`src/common/rename_pkg.sv`:
```
`default_nettype none

package rename_pkg;

    localparam int NUM_LANES = 2;
    localparam int NUM_CHECKPOINTS = 4;

    typedef logic [4:0] areg_t;
    // wide enough for the largest supported physical file
    typedef logic [6:0] preg_t;
    typedef logic [1:0] ckpt_idx_t;

    // counts of free registers and of free checkpoint slots
    typedef logic [$bits(preg_t):0] preg_cnt_t;
    typedef logic [$clog2(NUM_CHECKPOINTS):0] ckpt_cnt_t;

    typedef enum logic [1:0] {
        ALU,
        LOAD,
        STORE,
        CTRL_FLOW
    } fu_t;

    typedef struct packed {
        fu_t   fu;
        areg_t rs1;
        areg_t rs2;
        areg_t rd;
        logic  has_rd;
    } decoded_instr_t;

    // one decode lane with its valid strobe
    typedef struct packed {
        logic           valid;
        decoded_instr_t instr;
    } decode_lane_t;

    typedef struct packed {
        fu_t       fu;
        preg_t     ps1;
        preg_t     ps2;
        preg_t     pd;
        preg_t     prev_pd;
        ckpt_idx_t ckpt;
        logic      valid;
    } renamed_instr_t;

    typedef struct packed {
        logic  valid;
        preg_t preg;
    } commit_t;

    typedef struct packed {
        logic      valid;
        logic      mispredict;
        ckpt_idx_t ckpt;
    } resolve_t;

    // x0 is never renamed
    function automatic logic needs_preg(decode_lane_t lane);
        return lane.valid && lane.instr.has_rd && (lane.instr.rd != '0);
    endfunction

    function automatic logic is_branch(decode_lane_t lane);
        return lane.valid && (lane.instr.fu == CTRL_FLOW);
    endfunction

endpackage

`default_nettype wire

```
`src/design/checkpoint_store.sv`:
```
`timescale 1ns/1ps
`default_nettype none

module checkpoint_store #(
    parameter int NUM_AREGS = 32
) (
    input  wire logic                                                 clk_i,
    input  wire logic                                                 rst_ni,
    input  wire logic                                                 alloc_en_i,
    input  wire rename_pkg::decode_lane_t [rename_pkg::NUM_LANES-1:0] decode_i,
    input  wire rename_pkg::preg_t [rename_pkg::NUM_LANES-1:0][NUM_AREGS-1:0] snapshot_i,
    input  wire rename_pkg::preg_t [rename_pkg::NUM_LANES-1:0]        rd_ptr_i,
    output rename_pkg::ckpt_idx_t [rename_pkg::NUM_LANES-1:0]         ckpt_o,
    output rename_pkg::ckpt_cnt_t                                     slots_free_o,
    input  wire rename_pkg::resolve_t                                 resolve_i,
    output rename_pkg::preg_t [NUM_AREGS-1:0]                         restore_table_o,
    output rename_pkg::preg_t                                         restore_ptr_o
);

    typedef struct packed {
        rename_pkg::preg_t [NUM_AREGS-1:0] map;
        rename_pkg::preg_t                 rd_ptr;
    } ckpt_entry_t;

    ckpt_entry_t [rename_pkg::NUM_CHECKPOINTS-1:0] ring_q;
    rename_pkg::ckpt_idx_t                         tail_q;
    rename_pkg::ckpt_idx_t                         tail_n;
    rename_pkg::ckpt_cnt_t                         count_q;
    rename_pkg::ckpt_cnt_t                         count_n;
    logic [rename_pkg::NUM_LANES-1:0]              push;
    logic                                          pop;
    logic                                          flush;

    assign pop = resolve_i.valid && !resolve_i.mispredict;
    assign flush = resolve_i.valid && resolve_i.mispredict;

    always_comb
    begin
        tail_n = tail_q;
        count_n = count_q;
        for (int l = 0; l < rename_pkg::NUM_LANES; l++)
        begin
            push[l] = alloc_en_i && rename_pkg::is_branch(decode_i[l]);
            ckpt_o[l] = tail_n;
            if (push[l])
            begin
                tail_n = tail_n + 1'b1;
                count_n = count_n + 1'b1;
            end
        end
        // oldest branch resolved correctly
        if (pop)
        begin
            count_n = count_n - 1'b1;
        end
    end

    assign slots_free_o = rename_pkg::ckpt_cnt_t'(rename_pkg::NUM_CHECKPOINTS) - count_q;
    assign restore_table_o = ring_q[resolve_i.ckpt].map;
    assign restore_ptr_o = ring_q[resolve_i.ckpt].rd_ptr;

    always_ff @(posedge clk_i)
    begin
        if (!rst_ni)
        begin
            tail_q <= '0;
            count_q <= '0;
        end
        else if (flush)
        begin
            // younger branches are squashed along with the one that missed
            tail_q <= '0;
            count_q <= '0;
        end
        else
        begin
            tail_q <= tail_n;
            count_q <= count_n;
        end
    end

    always_ff @(posedge clk_i)
    begin
        for (int l = 0; l < rename_pkg::NUM_LANES; l++)
        begin
            if (push[l])
            begin
                ring_q[ckpt_o[l]] <= '{map: snapshot_i[l], rd_ptr: rd_ptr_i[l]};
            end
        end
    end

endmodule

`default_nettype wire

```
`config.mk`:
```
export PLATFORM = sky130hd
export DESIGN_NAME = checkpoint_store
export DESIGN_NICKNAME = d
export VERILOG_FILES = /design/src/common/rename_pkg.sv /design/src/design/checkpoint_store.sv
export SDC_FILE = /design/constraint.sdc
export NUM_CORES = 2
export LEC_CHECK = 0
export BUFFER_PORTS_ARGS = -buffer_cell sky130_fd_sc_hd__buf_2
export CORE_AREA = 2 2 444 226
export DETAILED_ROUTE_END_ITERATION = 8
export DIE_AREA = 0 0 446 228
export PLACE_DENSITY_LB_ADDON = 0.2
export SLEW_MARGIN = 20
export SYNTH_ARGS = -nofsm -noshare
export SYNTH_HDL_FRONTEND = slang
export SYNTH_SLANG_ARGS = --single-unit
```
`constraint.sdc`:
```
create_clock -name clk_i -period 1.95 [get_ports clk_i]
set_input_delay 0.2925 -clock clk_i [delete_from_list [all_inputs] [get_ports clk_i]]
set_output_delay 0.2925 -clock clk_i [all_outputs]
set_load 0.01 [all_outputs]
```
* Word-level counts from Yosys, hierarchy flattened
Cells that the tools add are included.
** Word-level totals
- Register bits :: 929
- Latch bits :: 0
- RAM bits :: 0
- ROM bits :: 0
- Input bits :: 507
- Output and inout bits :: 238
- Memories kept :: 0
** Cells by class
- Add/subtract/negate cells :: 6
- Multipliers :: 0
- Divide/modulo/power cells :: 0
- Magnitude comparators :: 5
- Equality and inequality tests :: 2
- Shifts and indexed selects :: 0
- Muxes and demuxes :: 15
- Bitwise operators :: 1
- Reductions and logical operators :: 10
** Operator list (count)
- 924-bit bitwise mux :: 2
- 924-bit 2-to-1 mux :: 2
- 231-bit demux with 2-bit select :: 2
- 231-bit 2-to-1 mux :: 3
- 231-bit binary-select mux with 2-bit select :: 1
- 2-bit by 3-bit < comparator with 1-bit output, second input constant :: 3
- 3-bit 2-to-1 mux :: 3
- 1-bit logical AND :: 8
- 3-bit by 1-bit adder with 3-bit output, second input constant :: 2
- 2-bit by 1-bit adder with 2-bit output, second input constant :: 2
- 2-bit == test, second input constant :: 2
- 2-bit by 1-bit >= comparator with 1-bit output, second input constant :: 2
- 2-bit 2-to-1 mux :: 2
- 3-bit by 1-bit subtractor with 3-bit output, second input constant :: 1
- 3-bit subtractor, first input constant :: 1
- 2-bit OR reduction :: 1
- 1-bit logical NOT :: 1
- 1-bit inverter :: 1

* Longest topological paths before layout
- Depth in word-level cells :: 10
- Mapped depth :: 12
- Mapped depth without buffers :: 12

* Least setup slack after synthesis
OpenSTA, ideal clock, no wires.
- Path type :: register -> register
- From :: register count_q[0]
- To :: register count_q[2]
- Library setup time :: 0.064 ns
- Arrival :: 2.163 ns
- Data required time :: 1.886 ns
- Slack :: -0.278 ns
- Cell stages (with the launch flop) :: 13
- Buffers on the path :: 0
- Period minus slack after synthesis :: 2.228 ns
- Path through :: dfxtp_1 > inv_1 > ha_1 > mux2_2 > ha_1 > inv_1 > nand2_1 > o21ai_0 > ha_1 > nand3b_1 > xnor2_1 > xnor3_1 > nor2_1
** On the way
- Longest elaborated chain between the ends :: 6
** Ends and longest elaborated chain
- start: declaration :: line checkpoint_store.sv:28 : rename_pkg::ckpt_cnt_t count_q;
- start signal: assignment :: line checkpoint_store.sv:78 : count_q <= count_n;
- 3-bit by 1-bit adder with 3-bit output :: line checkpoint_store.sv:48 : count_n = count_n + 1'b1;
- 3-bit 2-to-1 mux (*) :: line checkpoint_store.sv:45 : if (push[l])
- 3-bit by 1-bit adder with 3-bit output :: line checkpoint_store.sv:48
- 3-bit 2-to-1 mux (*) :: line checkpoint_store.sv:45
- 3-bit by 1-bit subtractor with 3-bit output :: line checkpoint_store.sv:54 : count_n = count_n - 1'b1;
- 3-bit 2-to-1 mux (*) :: line checkpoint_store.sv:52 : if (pop)
Mark *: on every way between the ends. The rest lies on a longest branch, timed or not.
A chain may end at the register's enable or synchronous reset.

* Final worst setup path
- From :: register tail_q[1]
- To :: register ring_q[446] (netlist bit)
** On the way
- Longest elaborated chain between the ends :: 8
- Elaborated cells between the ends (all ways) :: 16
- Classes of those cells :: add/sub: 1; order compare: 4; mux: 9; reduce/logical: 2
** Ends and longest elaborated chain
- start: declaration :: line checkpoint_store.sv:26 : rename_pkg::ckpt_idx_t tail_q;
- start signal: assignment :: line checkpoint_store.sv:77 : tail_q <= tail_n;
- 2-bit by 1-bit adder with 2-bit output, or another cell as far along :: line checkpoint_store.sv:47 : tail_n = tail_n + 1'b1;
- 2-bit 2-to-1 mux / 1-bit logical AND (equally long branches) :: line checkpoint_store.sv:45, checkpoint_store.sv:88
- 2-bit by 3-bit < comparator with 1-bit output (implied by the code), or another cell as far along :: line checkpoint_store.sv:88 : ring_q[ckpt_o[l]] <= '{map: snapshot_i[l], rd_ptr: rd_ptr_i[l]};
- 1-bit logical AND (implied by the code) / 231-bit demux with 2-bit select (equally long branches) :: line checkpoint_store.sv:88
- 231-bit 2-to-1 mux (implied by the code) / 924-bit bitwise mux (equally long branches) :: line checkpoint_store.sv:88
- 231-bit demux with 2-bit select / 924-bit 2-to-1 mux (equally long branches) :: line checkpoint_store.sv:88, checkpoint_store.sv:86
- 924-bit bitwise mux :: line checkpoint_store.sv:88
- 924-bit 2-to-1 mux (*) :: line checkpoint_store.sv:86 : if (push[l])
- end signal: indexed assignment :: line checkpoint_store.sv:88
- end: declaration :: line checkpoint_store.sv:25 : ckpt_entry_t [rename_pkg::NUM_CHECKPOINTS-1:0] ring_q;
Marks and branches as above.

==> flow_metrics.tcl <==
set metrics [dict create \
    outcome "finished, violations left" \
    violated_checks "setup timing" \
    cts_inserted_buffers 88 \
    cts.clk_slew.worst_paths_ns 0.07 \
    final_layout_size_suffix_gt1_share_pct 28.6 \
    via_count_of_the_first_global_routing_pass 38200 \
    timing.final.crit_share_pct 111 \
    power_after_layout_mw 52.7 \
    crit_path_max_fanout 8 \
    ant_nets 0 \
    category_of_the_critical_setup_timing_path "flop to flop" \
    clock_tree.root_cell "clkbuf_16" \
    average_wire_length_per_cell_after_detail_routing_um 21.7 \
    worst_skew_pair.late_latency_ns 0.68 \
    synth_largest_type_area_fraction_pct 42.5 \
    rsz0062_at_grt "yes" \
    slew_headroom_pct 78.9 \
    cts_tree "done" \
    die-width_um 446 \
    final_hold_viol_count 0 \
    core_area_um2 98500 \
    htree_num_levels 3 \
    floorplan.die_area_um2 102000 \
    syn-num-nets 4867 \
    grt_max_degree 53 \
    syn_inst 4348 \
    stdcell_count 7057 \
    yosysUniqueCellTypes 30 \
    rows 82 \
    power_share_of_the_clock_group_pct 33.8 \
    yosysSeqAreaShare_pct 42.5 \
    min_path_type "input pin to flop" \
    postSynthRegisterBits 929 \
    detailedRoute.firstPassIterationCount 7 \
    detailedPlacementHpwl_um 105000 \
    synth.cell_area_um2 43800 \
    timing.final.setup_violations 664 \
    global_route_wire_length_before_repair_um 230000 \
    fin_util_pct 62.2 \
    vdd_drop_max_uv 593 \
    postSynthAreaPerCell_um2 10.1 \
    drt_iter0_drc 3076 \
    cp_data_arrival_time_ns 2.76 \
    dieHeight_um 228 \
    worst_hold_slack_ns 0.0981 \
    yosys.area.top_type "dfxtp_1" \
    wl_um 153000 \
    num_vias 39000 \
    cts_buffer_depth 3 \
    post_drt_via_cell_ratio 5.53 \
    max_cap_violation_count 0 \
    syn2layout_area_growth_pct 40.1 \
    synth_area_leaders "dfxtp_1 (43%), mux2i_1 (21%), mux4_2 (12%)" \
    grt_antenna_before_repair 18 \
    power.combinational.fraction_pct 19.9 \
    tns_ns -70.89 \
    switching_share_of_power_pct 27.9 \
    design.final.nets 6186 \
    finalWorstSetupSlack_ns -0.208 \
    cellLeakagePower_nw 30.6 \
    final.setup_skew_ns 0.0282 \
    tritoncts_num_sinks 929 \
    start_util_pct 44.4 \
    p_switching_mw 14.7 \
    dpl_cell_area_um2 51600 \
    portbufs 712 \
    synthesis.yosys.warnings 0 \
    final_area_um2 61300 \
    grtUsageTotal_pct 28.4 \
    post-route-drc-count 0 \
    p_int_mw 38.0 \
    post-place-cells 6348 \
    p_seq_share_pct 46.2 \
    io_pins 745 \
    number_of_max_slew_violations_in_the_final_report 0 \
    cp_data_required_time_ns 2.55 \
    tightest_slew_ns 0.307 \
    max_freq_mhz 463 \
    startpoint_type "flop" \
    end_kind "flop" \
    powerDensity_nw_per_um2 860 \
    place_congestion 0.902 \
    overflow 0 \
    dpl_worst_slack_ns -0.338 \
    minimum_period_implied_by_the_final_worst_setup_slack_ns 2.16 \
]
-- flip-flops by register name, summed over array words and instances, names as in the netlist --
name and cells:
ring_q 924, count_q 3, tail_q 2
-- power by group through the flow --
stage | Clock [mW] | Sequential (mW) | Combinational, mW
floorplan | 0 | 24.0 | 6.05
detailed placement | 0 | 24.6 | 9.38
global placement | 0 | 24.5 | 9.08
finish | 17.8 | 24.4 | 10.5
global route | 18.9 | 24.7 | 11.4
CTS | 18.0 | 24.2 | 10.2
-- critical path, stage by stage (launching register included) --
cell,delay [ns]
dfxtp_2,0.33
inv_2,0.05
ha_4,0.23
mux2_4,0.29
inv_4,0.06
buf_6,0.09
ha_4,0.12
and2_4,0.21
buf_8,0.15
buf_12,0.12
buf_16,0.14
clkbuf_16,0.16
nand2_1,0.05
o21ai_1,0.08
-- per-layer routing --
metal	GRT usage (%)	vias up	routed length, um
met5	0	-	24
met3	5.32	352	9890
li1	-	18200	-
met2	43.7	1503	68500
met4	9.99	4	5570
met1	39.8	19000	69300
-- synth_stat cells --
| cell type | number |
|---|---|
| dfxtp_1 | 929 |
| nand2_1 | 929 |
| mux2i_1 | 924 |
| o21ai_1 | 924 |
| mux4_2 | 231 |
| buf_2 | 122 |
| clkbuf_1 | 99 |
| buf_4 | 55 |
| buf_6 | 53 |
| buf_1 | 18 |
| clkbuf_4 | 12 |
| ha_1 | 12 |
| inv_1 | 7 |
| nor2_1 | 4 |
| xnor2_1 | 4 |
| and2_1 | 3 |
| nand2_2 | 3 |
| a21oi_1 | 2 |
| and4_1 | 2 |
| mux2_2 | 2 |
| o21ai_0 | 2 |
| xnor3_1 | 2 |
| xor2_1 | 2 |
| a211oi_1 | 1 |
| and2_4 | 1 |
| nand2_4 | 1 |
| nand2b_1 | 1 |
| nand3b_1 | 1 |
| nand4_1 | 1 |
| nor2b_1 | 1 |
-- layout by cell type (no fill, tap or decap), types with 124 or more instances in the layout --
master         synthesis  final
clkbuf_16              0    124
buf_4                 55    150
nand2_1              929    859
buf_12                 0    165
mux2i_1              924    924
dfxtp_1              929    925
dlygate4sd3_1          0    465
o21ai_1              924    879
buf_2                122    708
mux4_2               231    231
-- area by class of cell --
type	count	area, um2
Timing Repair Buffer	1587	14500
Clock inverter	27	256
Multi-Input combinational cell	3054	23600
Clock buffer	131	2640
Tap cell	1302	1630
Antenna cell	20	50.0
Inverter	7	31.3
Fill cell	7773	37200
Sequential cell	929	18600
-- worst paths after layout --
check	to	cells after the start	from	slack, ns
setup / recovery	ring_q[446]$_DFF_P_	13	tail_q[1]$_SDFF_PP0_	-0.21
hold reg to reg	ring_q[286]$_DFF_P_	2	ring_q[286]$_DFF_P_	0.52
setup reg to reg	ring_q[446]$_DFF_P_	13	tail_q[1]$_SDFF_PP0_	-0.21
hold / removal	count_q[1]$_SDFF_PP0_	4	resolve_i[3]	0.1
-- timing repair --
| item | CTS | global route |
|---|---|---|
| cloned | 9 | 39 |
| buffers inserted | 11 | 8 |
| gates resized for setup | 45 | 180 |
| pin swaps | 5 | 50 |
| endpoints found under the hold margin | 927 | 0 |
| hold buffers | 465 | 0 |
| endpoints found under the setup margin | 1050 | 1124 |
-- logic make-up after synthesis --
group / Yosys count / synth area share, %
AO/OA/AOI/OAI: 929 / 10.6
XOR/XNOR: 8 / 0.223
adder cells (fa/ha/maj): 12 / 0.343
buffers and inverters: 366 / 4.97
flip-flops: 929 / 42.5
multiplexers: 1157 / 33.1
AND/OR/NAND/NOR: 947 / 8.24
(Power assumes the default switching activity.)
